===== src/verilog/gemv_pkg.sv =====
package gemv_pkg;

    // =========================================================================
    // Widths and limits
    // =========================================================================

    // Signed operand and result element
    localparam int DATA_WIDTH   = 8;
    // Elements per buffer controller tile
    localparam int TILE_ELEMS   = 32;
    // Elements per sub-tile, one per lane
    localparam int SUB_ELEMS    = 6;
    // Lane and row-sum accumulator width
    localparam int ACC_WIDTH    = 24;
    // Row sum scaling before saturation
    localparam int RESULT_SHIFT = 7;
    localparam int BUF_ID_WIDTH = 5;
    localparam int DIM_WIDTH    = 10;

    // =========================================================================
    // Data types
    // =========================================================================

    typedef logic signed [DATA_WIDTH-1:0] elem_t;
    typedef elem_t [TILE_ELEMS-1:0] buf_tile_t;
    typedef elem_t [SUB_ELEMS-1:0] sub_tile_t;

    // Command, held stable by the host while busy
    typedef struct packed {
        logic [BUF_ID_WIDTH-1:0] x_buffer_id;
        logic [BUF_ID_WIDTH-1:0] w_buffer_id;
        logic [BUF_ID_WIDTH-1:0] dest_buffer_id;
        logic [DIM_WIDTH-1:0]    rows;
        logic [DIM_WIDTH-1:0]    cols;
    } gemv_cmd_t;

    // One-cycle read request pulse
    typedef struct packed {
        logic                    valid;
        logic [BUF_ID_WIDTH-1:0] buffer_id;
    } tile_rd_req_t;

    // One-cycle write strobe, always accepted
    typedef struct packed {
        logic                    valid;
        logic [BUF_ID_WIDTH-1:0] buffer_id;
        buf_tile_t               data;
    } tile_wr_t;

    // Segment is the x vector or one weight row
    typedef enum logic {
        SEG_X,
        SEG_W
    } seg_kind_e;

    // Sub-tile on its way to the lanes
    typedef struct packed {
        logic      valid;
        seg_kind_e kind;
        logic      last;
        logic [3:0] index;
        sub_tile_t data;
    } sub_chunk_t;

    typedef enum logic [1:0] {
        ST_IDLE,
        ST_LOAD_X,
        ST_FEED_W,
        ST_DRAIN
    } seq_state_e;

endpackage

===== src/verilog/gemv_engine.sv =====
`timescale 1ns/1ns

module gemv_engine #(
    parameter int MAX_ROWS = 40,
    parameter int MAX_COLS = 96
) (
    input  logic                   clk,
    input  logic                   rst,
    input  logic                   start,
    input  gemv_pkg::gemv_cmd_t    cmd,
    output gemv_pkg::tile_rd_req_t rd_req,
    input  logic                   rd_valid,
    input  gemv_pkg::buf_tile_t    rd_tile,
    output gemv_pkg::tile_wr_t     wr,
    output logic                   done
);
    import gemv_pkg::*;

    logic                    seg_start;
    logic                    seg_done;
    seg_kind_e               seg_kind;
    logic [BUF_ID_WIDTH-1:0] seg_buffer_id;
    logic                    busy;
    sub_chunk_t              chunk;

    // Lane partial sums and row strobes, one slot per lane
    logic [SUB_ELEMS-1:0][ACC_WIDTH-1:0] partials;
    logic [SUB_ELEMS-1:0]                row_valids;

    gemv_sequencer #(.MAX_ROWS(MAX_ROWS)) u_gemv_sequencer (
        .clk           (clk),
        .rst           (rst),
        .start         (start),
        .cmd           (cmd),
        .seg_done      (seg_done),
        .pack_done     (done),
        .seg_start     (seg_start),
        .seg_kind      (seg_kind),
        .seg_buffer_id (seg_buffer_id),
        .busy          (busy)
    );

    tile_bridge #(.MAX_COLS(MAX_COLS)) u_tile_bridge (
        .clk           (clk),
        .rst           (rst),
        .cols          (cmd.cols),
        .seg_start     (seg_start),
        .seg_kind      (seg_kind),
        .seg_buffer_id (seg_buffer_id),
        .rd_req        (rd_req),
        .rd_valid      (rd_valid),
        .rd_tile       (rd_tile),
        .chunk         (chunk),
        .seg_done      (seg_done)
    );

    // Lane k owns element k of every sub-tile
    for (genvar k = 0; k < SUB_ELEMS; k++) begin : g_lane
        mac_lane #(.MAX_COLS(MAX_COLS)) u_mac_lane (
            .clk         (clk),
            .rst         (rst),
            .chunk_valid (chunk.valid),
            .chunk_kind  (chunk.kind),
            .chunk_last  (chunk.last),
            .chunk_index (chunk.index),
            .elem        (chunk.data[k]),
            .partial     (partials[k]),
            .row_valid   (row_valids[k])
        );
    end

    result_packer #(.MAX_ROWS(MAX_ROWS)) u_result_packer (
        .clk            (clk),
        .rst            (rst),
        .rows           (cmd.rows),
        .dest_buffer_id (cmd.dest_buffer_id),
        .partials       (partials),
        .row_valids     (row_valids),
        .wr             (wr),
        .done           (done)
    );

    // Bridge and packer read cmd directly, so it must not move mid-command
    a_cmd_stable : assert property (@(posedge clk) disable iff (rst) busy |-> $stable(cmd));

endmodule


===== src/verilog/result_packer.sv =====
`timescale 1ns/1ns

module result_packer #(
    parameter int MAX_ROWS = 40
) (
    input  logic                                                    clk,
    input  logic                                                    rst,
    input  logic [gemv_pkg::DIM_WIDTH-1:0]                          rows,
    input  logic [gemv_pkg::BUF_ID_WIDTH-1:0]                       dest_buffer_id,
    input  logic [gemv_pkg::SUB_ELEMS-1:0][gemv_pkg::ACC_WIDTH-1:0] partials,
    input  logic [gemv_pkg::SUB_ELEMS-1:0]                          row_valids,
    output gemv_pkg::tile_wr_t                                      wr,
    output logic                                                    done
);
    import gemv_pkg::*;

    localparam int ROW_W = $clog2(MAX_ROWS + 1);
    localparam int POS_W = $clog2(TILE_ELEMS);

    logic signed [ACC_WIDTH-1:0] sum;
    logic signed [ACC_WIDTH-1:0] scaled;
    elem_t                       y;
    buf_tile_t                   res_q;
    buf_tile_t                   next_tile;
    buf_tile_t                   wr_data_q;
    logic [POS_W-1:0]            pos;
    logic [ROW_W-1:0]            row_cnt;
    logic                        row_in;
    logic                        tile_full;
    logic                        last_row;
    logic                        wr_valid_q;
    logic                        fin_q;

    // =========================================================================
    // Reduce and requantize
    // =========================================================================
    always_comb begin
        sum = '0;
        for (int k = 0; k < SUB_ELEMS; k++) begin
            sum = sum + $signed(partials[k]);
        end
    end

    assign scaled = sum >>> RESULT_SHIFT;
    // Saturate to int8
    assign y = (scaled > 127) ? 8'sd127 : (scaled < -128) ? -8'sd128 : scaled[DATA_WIDTH-1:0];

    always_comb begin
        next_tile      = res_q;
        next_tile[pos] = y;
    end

    assign row_in    = row_valids[0];
    assign tile_full = (pos == POS_W'(TILE_ELEMS - 1));
    assign last_row  = (DIM_WIDTH'(row_cnt) + 1'b1 == rows);

    // =========================================================================
    // Tile packing and flush
    // =========================================================================
    always_ff @(posedge clk or posedge rst) begin
        if (rst) begin
            res_q      <= '0;
            pos        <= '0;
            row_cnt    <= '0;
            wr_valid_q <= 1'b0;
            fin_q      <= 1'b0;
            done       <= 1'b0;
        end else begin
            wr_valid_q <= 1'b0;
            fin_q      <= 1'b0;
            done       <= fin_q;
            if (row_in) begin
                // Full tile or last row goes out, next tile starts clean
                if (tile_full || last_row) begin
                    wr_valid_q <= 1'b1;
                    res_q      <= '0;
                    pos        <= '0;
                end else begin
                    res_q <= next_tile;
                    pos   <= pos + 1'b1;
                end
                if (last_row) begin
                    row_cnt <= '0;
                    fin_q   <= 1'b1;
                end else begin
                    row_cnt <= row_cnt + 1'b1;
                end
            end
        end
    end

    always_ff @(posedge clk) begin
        if (row_in) begin
            wr_data_q <= next_tile;
        end
    end

    assign wr = '{valid: wr_valid_q, buffer_id: dest_buffer_id, data: wr_data_q};

    // Lanes see the same chunk stream, so rows finish together
    a_lanes_agree : assert property (@(posedge clk) disable iff (rst)
        |row_valids |-> &row_valids);

endmodule


===== src/verilog/gemv_sequencer.sv =====
`timescale 1ns/1ns

module gemv_sequencer #(
    parameter int MAX_ROWS = 40
) (
    input  logic                              clk,
    input  logic                              rst,
    input  logic                              start,
    input  gemv_pkg::gemv_cmd_t               cmd,
    input  logic                              seg_done,
    input  logic                              pack_done,
    output logic                              seg_start,
    output gemv_pkg::seg_kind_e               seg_kind,
    output logic [gemv_pkg::BUF_ID_WIDTH-1:0] seg_buffer_id,
    output logic                              busy
);
    import gemv_pkg::*;

    localparam int ROW_W = $clog2(MAX_ROWS + 1);

    seq_state_e       state;
    // Weight rows whose segment has been started
    logic [ROW_W-1:0] rows_started;
    // Segment handed to the bridge and not yet finished
    logic             seg_open;

    // Start is ignored unless idle
    assign busy = (state != ST_IDLE);

    // =========================================================================
    // Phase FSM
    // =========================================================================
    always_ff @(posedge clk or posedge rst) begin
        if (rst) begin
            state         <= ST_IDLE;
            seg_start     <= 1'b0;
            seg_kind      <= SEG_X;
            seg_buffer_id <= '0;
            rows_started  <= '0;
        end else begin
            seg_start <= 1'b0;
            case (state)
                ST_IDLE: begin
                    // x vector goes first
                    if (start) begin
                        seg_start     <= 1'b1;
                        seg_kind      <= SEG_X;
                        seg_buffer_id <= cmd.x_buffer_id;
                        rows_started  <= '0;
                        state         <= ST_LOAD_X;
                    end
                end
                ST_LOAD_X: begin
                    // x stored in lanes, open row 0
                    if (seg_done) begin
                        seg_start     <= 1'b1;
                        seg_kind      <= SEG_W;
                        seg_buffer_id <= cmd.w_buffer_id;
                        rows_started  <= ROW_W'(1);
                        state         <= ST_FEED_W;
                    end
                end
                ST_FEED_W: begin
                    if (seg_done) begin
                        // Last row streamed, results still draining
                        if (DIM_WIDTH'(rows_started) == cmd.rows) begin
                            state <= ST_DRAIN;
                        end else begin
                            seg_start    <= 1'b1;
                            rows_started <= rows_started + 1'b1;
                        end
                    end
                end
                ST_DRAIN: begin
                    // Packer has written its final tile
                    if (pack_done) begin
                        state <= ST_IDLE;
                    end
                end
                default: state <= ST_IDLE;
            endcase
        end
    end

    always_ff @(posedge clk or posedge rst) begin
        if (rst) begin
            seg_open <= 1'b0;
        end else if (seg_start) begin
            seg_open <= 1'b1;
        end else if (seg_done) begin
            seg_open <= 1'b0;
        end
    end

    // Bridge handles one segment at a time
    a_no_overlap : assert property (@(posedge clk) disable iff (rst) seg_start |-> !seg_open);

endmodule


===== src/verilog/tile_bridge.sv =====
`timescale 1ns/1ns

module tile_bridge #(
    parameter int MAX_COLS = 96
) (
    input  logic                              clk,
    input  logic                              rst,
    input  logic [gemv_pkg::DIM_WIDTH-1:0]    cols,
    input  logic                              seg_start,
    input  gemv_pkg::seg_kind_e               seg_kind,
    input  logic [gemv_pkg::BUF_ID_WIDTH-1:0] seg_buffer_id,
    output gemv_pkg::tile_rd_req_t            rd_req,
    input  logic                              rd_valid,
    input  gemv_pkg::buf_tile_t               rd_tile,
    output gemv_pkg::sub_chunk_t              chunk,
    output logic                              seg_done
);
    import gemv_pkg::*;

    localparam int LEFT_W = $clog2(MAX_COLS + 1);
    localparam int POS_W  = $clog2(TILE_ELEMS + 1);

    // Current tile, read position 32 means empty
    buf_tile_t               tile_q;
    logic [POS_W-1:0]        tile_pos;
    // Up to 5 leftover elements from the previous tile
    sub_tile_t               carry_q;
    logic [2:0]              carry_cnt;
    // Elements of the segment not yet emitted
    logic [LEFT_W-1:0]       elems_left;
    logic [3:0]              chunk_idx;
    logic                    seg_active;
    logic                    rd_pending;
    logic                    req_q;
    seg_kind_e               kind_q;
    logic [BUF_ID_WIDTH-1:0] id_q;

    logic                    chunk_valid_q;
    logic                    chunk_last_q;
    seg_kind_e               chunk_kind_q;
    logic [3:0]              chunk_index_q;
    sub_tile_t               chunk_data_q;

    logic [POS_W:0]          avail;
    logic                    can_emit;
    logic                    fetch;
    logic                    last_chunk;
    sub_tile_t               built;

    // =========================================================================
    // Sub-tile assembly
    // =========================================================================
    assign avail      = (POS_W + 1)'(carry_cnt) + (POS_W + 1)'(TILE_ELEMS) - (POS_W + 1)'(tile_pos);
    assign last_chunk = int'(elems_left) <= SUB_ELEMS;
    // Full sub-tile on hand, or everything the segment still needs
    assign can_emit   = seg_active && !rd_pending &&
                        (int'(avail) >= SUB_ELEMS || int'(avail) >= int'(elems_left));
    assign fetch      = seg_active && !rd_pending && !can_emit;

    // Carry first, then tile, zero past the segment end
    always_comb begin
        int src;
        for (int i = 0; i < SUB_ELEMS; i++) begin
            src = int'(tile_pos) + i - int'(carry_cnt);
            if (i < int'(carry_cnt)) begin
                built[i] = carry_q[i];
            end else if (src < TILE_ELEMS) begin
                built[i] = tile_q[src];
            end else begin
                built[i] = '0;
            end
            if (i >= int'(elems_left)) begin
                built[i] = '0;
            end
        end
    end

    // =========================================================================
    // Control
    // =========================================================================
    always_ff @(posedge clk or posedge rst) begin
        if (rst) begin
            seg_active    <= 1'b0;
            rd_pending    <= 1'b0;
            req_q         <= 1'b0;
            chunk_valid_q <= 1'b0;
            seg_done      <= 1'b0;
            carry_cnt     <= '0;
            tile_pos      <= POS_W'(TILE_ELEMS);
            elems_left    <= '0;
            chunk_idx     <= '0;
            kind_q        <= SEG_X;
            id_q          <= '0;
        end else begin
            req_q         <= 1'b0;
            chunk_valid_q <= 1'b0;
            seg_done      <= 1'b0;
            if (rd_valid) begin
                tile_pos   <= '0;
                rd_pending <= 1'b0;
            end
            if (seg_start) begin
                // Drop any leftovers and fetch the first tile at once
                seg_active <= 1'b1;
                kind_q     <= seg_kind;
                id_q       <= seg_buffer_id;
                elems_left <= LEFT_W'(cols);
                chunk_idx  <= '0;
                carry_cnt  <= '0;
                tile_pos   <= POS_W'(TILE_ELEMS);
                req_q      <= 1'b1;
                rd_pending <= 1'b1;
            end else if (can_emit) begin
                chunk_valid_q <= 1'b1;
                carry_cnt     <= '0;
                tile_pos      <= tile_pos + POS_W'(SUB_ELEMS) - POS_W'(carry_cnt);
                elems_left    <= elems_left - LEFT_W'(SUB_ELEMS);
                chunk_idx     <= chunk_idx + 1'b1;
                if (last_chunk) begin
                    seg_active <= 1'b0;
                    seg_done   <= 1'b1;
                end
            end else if (fetch) begin
                // Tile remainder moves to carry
                carry_cnt  <= 3'(avail);
                tile_pos   <= POS_W'(TILE_ELEMS);
                req_q      <= 1'b1;
                rd_pending <= 1'b1;
            end
        end
    end

    // Payload
    always_ff @(posedge clk) begin
        if (rd_valid) begin
            tile_q <= rd_tile;
        end
        if (can_emit) begin
            chunk_data_q  <= built;
            chunk_kind_q  <= kind_q;
            chunk_last_q  <= last_chunk;
            chunk_index_q <= chunk_idx;
        end else if (fetch) begin
            for (int i = 0; i < SUB_ELEMS; i++) begin
                carry_q[i] <= (int'(tile_pos) + i < TILE_ELEMS) ? tile_q[int'(tile_pos) + i] : '0;
            end
        end
    end

    assign rd_req = '{valid: req_q, buffer_id: id_q};
    assign chunk  = '{valid: chunk_valid_q, kind: chunk_kind_q, last: chunk_last_q,
                      index: chunk_index_q, data: chunk_data_q};

    // One outstanding read at most
    a_one_read : assert property (@(posedge clk) disable iff (rst)
        rd_req.valid |=> (!rd_req.valid throughout rd_valid[->1]));
    // Lanes stay idle from request until the tile arrives
    a_no_emit_in_read : assert property (@(posedge clk) disable iff (rst)
        rd_req.valid |=> (!chunk.valid throughout rd_valid[->1]));

endmodule


===== src/verilog/mac_lane.sv =====
`timescale 1ns/1ns

module mac_lane #(
    parameter int MAX_COLS = 96
) (
    input  logic                                  clk,
    input  logic                                  rst,
    input  logic                                  chunk_valid,
    input  gemv_pkg::seg_kind_e                   chunk_kind,
    input  logic                                  chunk_last,
    input  logic [3:0]                            chunk_index,
    input  gemv_pkg::elem_t                       elem,
    output logic signed [gemv_pkg::ACC_WIDTH-1:0] partial,
    output logic                                  row_valid
);
    import gemv_pkg::*;

    // One x element per sub-tile lands in this lane
    localparam int X_DEPTH = MAX_COLS / SUB_ELEMS;

    elem_t                          x_mem [X_DEPTH];
    logic signed [ACC_WIDTH-1:0]    acc;
    logic signed [ACC_WIDTH-1:0]    acc_next;
    logic signed [2*DATA_WIDTH-1:0] prod;
    logic                           w_beat;
    // Index of the final x sub-tile stored
    logic [3:0]                     x_last_idx;

    assign w_beat   = chunk_valid && (chunk_kind == SEG_W);
    assign prod     = elem * x_mem[chunk_index];
    assign acc_next = acc + ACC_WIDTH'(prod);

    // x store and row result
    always_ff @(posedge clk) begin
        if (chunk_valid && chunk_kind == SEG_X) begin
            x_mem[chunk_index] <= elem;
        end
        if (w_beat && chunk_last) begin
            partial <= acc_next;
        end
    end

    // Accumulator restarts after each row
    always_ff @(posedge clk or posedge rst) begin
        if (rst) begin
            acc        <= '0;
            row_valid  <= 1'b0;
            x_last_idx <= '0;
        end else begin
            row_valid <= w_beat && chunk_last;
            if (w_beat) begin
                acc <= chunk_last ? '0 : acc_next;
            end
            if (chunk_valid && chunk_kind == SEG_X && chunk_last) begin
                x_last_idx <= chunk_index;
            end
        end
    end

    // Weight row never runs past the stored x
    a_index_range : assert property (@(posedge clk) disable iff (rst)
        w_beat |-> chunk_index <= x_last_idx);

endmodule


===== config.mk =====
export PLATFORM = sky130hd
export DESIGN_NAME = gemv_engine
export DESIGN_NICKNAME = d
export VERILOG_FILES = /design/src/verilog/gemv_pkg.sv /design/src/verilog/gemv_engine.sv /design/src/verilog/result_packer.sv /design/src/verilog/gemv_sequencer.sv /design/src/verilog/tile_bridge.sv /design/src/verilog/mac_lane.sv
export SDC_FILE = /design/constraint.sdc
export NUM_CORES = 2
export LEC_CHECK = 0
export BUFFER_PORTS_ARGS = -buffer_cell sky130_fd_sc_hd__clkbuf_2
export CORE_UTILIZATION = 40
export CTS_BUF_LIST = sky130_fd_sc_hd__clkbuf_4
export DETAILED_ROUTE_END_ITERATION = 6
export GPL_ROUTABILITY_DRIVEN = 0
export PLACE_DENSITY = 0.62
export SYNTH_ARGS = -nofsm -noshare
export SYNTH_HDL_FRONTEND = slang
export SYNTH_SLANG_ARGS = --single-unit

===== constraint.sdc =====
create_clock -name clk -period 15.2 [get_ports clk]
set_input_delay 3.04 -clock clk [delete_from_list [all_inputs] [get_ports clk]]
set_output_delay 3.04 -clock clk [all_outputs]
set_load 0.05 [all_outputs]

### After elaboration in Yosys (flattened, before gate mapping)

Memory sizes are Yosys's and may differ from the RTL's. A register that Yosys moved wholly into a read port is not among the register bits.
Index checks and enable logic that the tools add are counted.
Widths: inputs -> output; s select.

* register bits after elaboration: 1219
* memory bits (writable): 768
* bits of input ports: 295
* logic and storage cells: 390
* memories: 6

Memory list
* g_lane[0].u_mac_lane.x_mem: words 16, width 8, rd ports 1, clocked after memory_dff 1, write ports 1, RTL line mac_lane.sv:21 `elem_t x_mem [X_DEPTH];`
* g_lane[1].u_mac_lane.x_mem: words 16, width 8, rd ports 1, clocked after memory_dff 1, write ports 1, RTL line mac_lane.sv:21
* g_lane[2].u_mac_lane.x_mem: words 16, width 8, rd ports 1, clocked after memory_dff 1, write ports 1, RTL line mac_lane.sv:21
* g_lane[3].u_mac_lane.x_mem: words 16, width 8, rd ports 1, clocked after memory_dff 1, write ports 1, RTL line mac_lane.sv:21
* g_lane[4].u_mac_lane.x_mem: words 16, width 8, rd ports 1, clocked after memory_dff 1, write ports 1, RTL line mac_lane.sv:21
* g_lane[5].u_mac_lane.x_mem: words 16, width 8, rd ports 1, clocked after memory_dff 1, write ports 1, RTL line mac_lane.sv:21

* add/subtract/negate cells: 32
* multiply operators: 6
* magnitude comparators: 43
* equal/unequal tests: 12
* mux-type cells: 121
* bitwise gates (word level): 2
* reductions and logical operators: 23

Operators by type and width (number)
* $lt 32x7->1 const B: 22
* $bmux 8 s5: 12
* $mux 8: 38
* $bwmux 256: 1
* $mux 256: 1
* $sub 32x4->32: 5
* $add 24x16->24: 6
* $mux 24: 6
* $add 24x24->24: 5
* $mul 8x8->16: 6
* $mux 6: 9
* $demux 8 s5: 1
* $mux 4: 8
* $mux 1: 27
* $pmux 6 s3: 1
* $gt 17x8->1 const B: 1
* $lt 17x8->1 const B: 1
* $mux 5: 3
* $add 6x1->7 const B: 2
* $add 6x2->7 const B: 2
* $add 6x3->7 const B: 2
* $ge 1x7->1 const A: 2
* $ge 2x7->1 const A: 2
* $ge 3x7->1 const A: 2
* other kinds (43): 74

### Logic depth before layout (Yosys ltp)

* word-level depth: 10
* mapped depth: 29
* mapped depth without buffers: 25

### By module

From an unflattened synthesis, not the netlist that was laid out.

* cells, all modules: 8745
* area total of the unflattened synthesis: 123155.6 µm²

Modules (own cells, without submodules)
* tile_bridge: times used 1, cells each 2082, area an instance 32722.6 µm², sequential area each 11527.3 µm²
* mac_lane (g_lane[0].u_mac_lane ...): times used 3, cells each 706, area an instance 10694.0 µm², sequential area each 5190.0 µm²
* result_packer: times used 1, cells each 2290, area an instance 25021.5 µm², sequential area each 14443.9 µm²
* mac_lane (g_lane[4].u_mac_lane): times used 1, cells each 728, area an instance 10857.9 µm², sequential area each 5190.0 µm²
* mac_lane (g_lane[5].u_mac_lane): times used 1, cells each 704, area an instance 10737.8 µm², sequential area each 5190.0 µm²
* mac_lane (g_lane[3].u_mac_lane): times used 1, cells each 699, area an instance 10644.0 µm², sequential area each 5190.0 µm²
* gemv_sequencer: times used 1, cells each 124, area an instance 1089.8 µm², sequential area each 375.4 µm²

### Least setup slack after synthesis

Ideal clock, no wire load.

* path type: register -> register
* start point: register with a tool-made name
* end point: register g_lane[0].u_mac_lane.acc[22]
* library setup time: 0.121 ns
* arrival time: 7.728 ns
* required time: 15.079 ns
* slack: 7.351 ns
* stages on the path, launching flop included: 25
* buffers on the path: 3
* period minus slack after synthesis: 7.849 ns
* cells stage by stage: dfxtp_1 > clkbuf_1 > clkbuf_1 > buf_1 > mux4_2 > mux4_2 > nand2_1 > inv_1 > fa_1 > fa_1 > inv_1 > fa_1 > inv_1 > fa_1 > fa_1 > ha_1 > o21a_1 > o21ai_0 > a21oi_1 > o41ai_1 > o21ai_0 > o21a_1 > a31oi_1 > xnor2_1 > a22o_1

RTL lines
* end signal, assigned: RTL line mac_lane.sv:52 `acc <= chunk_last ? '0 : acc_next;`
* end, declared: RTL line mac_lane.sv:22 `logic signed [ACC_WIDTH-1:0] acc;`

==> reports/metrics.yaml <==
cts_buffer_depth: 4
synth-edff-count: 1526
ys_seq_elements: 1991
grt_pass1_wl_um: 546000
critPathArrivalTime_ns: 10.69
setup_violations: 0
drt_iter0_drc: 8460
ys.flop_type: "edfxtp_1"
rsz0062_at_grt: "false"
synth_cell_types: 87
fillers: 27000
p_leak_nw: 54.4
async_reset_ff_share_pct: 23.2
yosys_warnings: 0
cts_hold_buffers: 0
tns_ns: 0
placementRows: 202
pre_cts_ws_ns: 5.44
final_area_mm2: 0.137
cts_resized: 0
finClkSkew_ns: 0.182
routed_wl_um: 367000
clkSlewWorstSetupHoldPaths_ns: 0.07
grt.overflow.total: 0
syn_avg_cell_area_um2: 13.9
worstMarginPinSlew_ns: 1.31
end_kind: "flop"
setup_ws_ns: 5.61
post-dp-hpwl_um: 251000
slew_viol_final: 0
portBuffers: 550
crit_fanout: 94
cts_max_level: 6
cts_sinks: 1991
cts_setup_buffers: 0
via_per_inst: 5.71
vias: 80900
synth.area.top_cells: "edfxtp_1, mux4_2, fa_1, dfrtp_1, ha_1"
layout.cells.non_filler: 14200
die_x_um: 555
power_density_mw_per_mm2: 83.5
wl_per_cell_um: 25.9
area_growth_pct: 11.9
path_class: "flop to flop"
hold_violations: 0
cap_violations: 0
grt_antenna_before_repair: 47
dpl.cell_count: 13200
synth_nets: 10300
cts_buffers: 525
ios: 564
finalPower_mw: 11.4
startpoint_type: "flop"
cts_root_buf: "clkbuf_4"
syn_area_mm2: 0.122
start_util_pct: 40.3
ant_nets: 0
grt_usage_pct: 23.9
die_h_um: 555
ir_drop_mv: 0.0825
max_freq_mhz: 104
fin_crit_ns: 9.59
drive_above_1_share_pct: 25.3
fp.coreArea_mm2: 0.304
dpl_cell_area_mm2: 0.130
synth.largest_area_cell: "edfxtp_1"
yosysSeqAreaShare_pct: 47.0
insertion_delay_ns: 1.50
grt_start_max_net_pins: 172
postSynthCellCount: 8830
slew_headroom_pct: 11.8
grt_pass1_vias: 83700
outcome: "completed"
min_period_over_period_pct: 63.1
cts_tree: "yes"
firstDrtPassIters: 6
cp.required_ns: 16.30
synth.top_cell.area_share_pct: 37.5
die-area_mm2: 0.308
hp-class: "flop to flop"
nets: 11100
drc: 0
## cells in the final DEF (no fill, tap or decap), types with 56 or more instances in the layout
master    Yosys  routed
clkbuf_4      0     757
a21oi_1     174     174
mux2i_1      96      96
and2_1      192     191
o21ai_1     184     184
nand3_1      99      99
clkinv_1      5     114
dfrtp_1     460     454
nand2b_1     56      56
nand2_1     726     725
fa_1        719     717
a22o_1      262     262
edfxtp_1   1526    1526
inv_1      1253    1249
mux4_2      892     892
xnor2_1     170     158
a32o_1       70      70
o21ai_0     280     280
ha_1        409     406
buf_4        15     126
clkbuf_2      0     549
nor2_1      294     280
## final timing paths
kind	cells past startpoint	end	slack [ns]	start
setup / recovery	23	g_lane[4].u_mac_lane.partial[22]$_DFFE_PP_	5.61	flop
hold / removal	0	u_result_packer.done$_DFF_PP0_	0.39	u_result_packer.fin_q$_DFF_PP0_
setup reg to reg	23	g_lane[4].u_mac_lane.partial[22]$_DFFE_PP_	5.61	flop
hold reg to reg	0	u_result_packer.done$_DFF_PP0_	0.39	u_result_packer.fin_q$_DFF_PP0_
max in group asynchronous	4	u_result_packer.res_q[5]$_DFFE_PP0P_	11.03	rst
min in group asynchronous	2	u_result_packer.res_q[235]$_DFFE_PP0P_	1.65	rst
## through the flow
stage	hold WS (ns)	utilization, %
6_report	0.393	45.1
5_1_grt	0.402	45.1
4_1_cts	0.389	45.1
3_5_place_dp	0.336	42.8
3_3_place_gp	0.336	42.8
2_1_floorplan	0.331	-
## where the power goes
part,total (mW),switching (mW),leakage [nW],internal (mW)
Combinational,0.467,0.230,30.6,0.237
Clock,4.94,2.36,4.05,2.58
Sequential,6.02,0.140,19.7,5.88
## cell type report
class	instances	area [um2]	area share (%)
Antenna cell	49	123	0.0896
Clock buffer	757	5680	4.15
Clock inverter	182	1250	0.912
Inverter	1258	4730	3.45
Multi-Input combinational cell	5171	58700	42.9
Sequential cell	1991	57500	42.0
Tap cell	4080	5100	3.73
Timing Repair Buffer	681	3810	2.78
## synthesized netlist by cell type (8+ instances only)
cell type  instances
nand4_1           12
nand3_1           99
buf_6             19
o21a_1            23
o21bai_1          17
a21oi_1          174
a32o_1            70
nor4_1            11
mux2_2            34
o211ai_1          10
nor2b_1           47
or3_1             14
a22o_1           262
buf_2             25
mux4_2           892
buf_4             15
o21ai_0          280
buf_1             91
edfxtp_1        1526
nand2_1          726
fa_1             719
mux2i_1           96
xor2_1            54
a211oi_1          38
ha_1             409
nand2b_1          56
and3_1            20
o21ai_1          184
and2_1           192
o31ai_1           20
dfrtp_1          460
a22oi_1            8
clkbuf_1         260
xnor2_1          170
a21o_1            50
nor3_1            47
nor2_1           294
inv_1           1253
or2_2             18
a31oi_1           22
## worst max-delay path, cell delays in order (launching register included)
cell and delay, ns:
dfxtp_4 0.68, buf_12 0.59, buf_4 0.78, mux4_2 0.63, mux4_2 0.59, nand2_1 0.79, inv_1 0.21, fa_1 0.54
fa_1 0.52, inv_1 0.05, fa_1 0.53, inv_1 0.05, fa_1 0.50, fa_1 0.42, ha_1 0.33, o21ai_0 0.11
a21boi_0 0.27, o21ai_0 0.16, a21oi_1 0.30, o2111ai_1 0.24, a31oi_1 0.35, a211oi_1 0.15, xor2_1 0.22, inv_1 0.08
## flip-flops by register name, indices dropped and copies added, names as in the netlist, 5 cells and up, named ones only
name / flops
g_lane.u_mac_lane.x_mem: 768
u_result_packer.res_q: 256
u_result_packer.wr: 256
u_tile_bridge.tile_q: 256
g_lane.u_mac_lane.acc: 144
g_lane.u_mac_lane.partial: 144
u_tile_bridge.carry_q: 48
u_tile_bridge.chunk: 48
u_tile_bridge.elems_left: 7
u_gemv_sequencer.rows_started: 6
u_result_packer.row_cnt: 6
u_tile_bridge.tile_pos: 6
u_gemv_sequencer.seg_buffer_id: 5
u_result_packer.pos: 5
u_tile_bridge.id_q: 5
## cells by family (layout without fill, tap and decap cells)
logic type                 Yosys count  in the layout  share of synthesized area, %
buffers and inverters             1668           2878                          5.31
adders and majority gates         1128           1128                          16.0
muxes                             1022           1022                          17.5
xor gates and xnor gates           224            224                          1.60
other                                0             49                             0
DFF                               1991           1991                          47.0
and+or+nand+nor                   1561           1561                          5.80
AOI/OAI and AO/OA                 1236           1236                          6.84
## routing by layer
layer,vias to the layer above,routed length (um),track usage (%)
met2,4522,171000,37.6
met5,-,134,0
met4,20,23100,13.5
met1,41400,139000,30.9
met3,929,33900,4.85
li1,34100,-,-
Note: power is estimated with default switching activity, not from simulation.
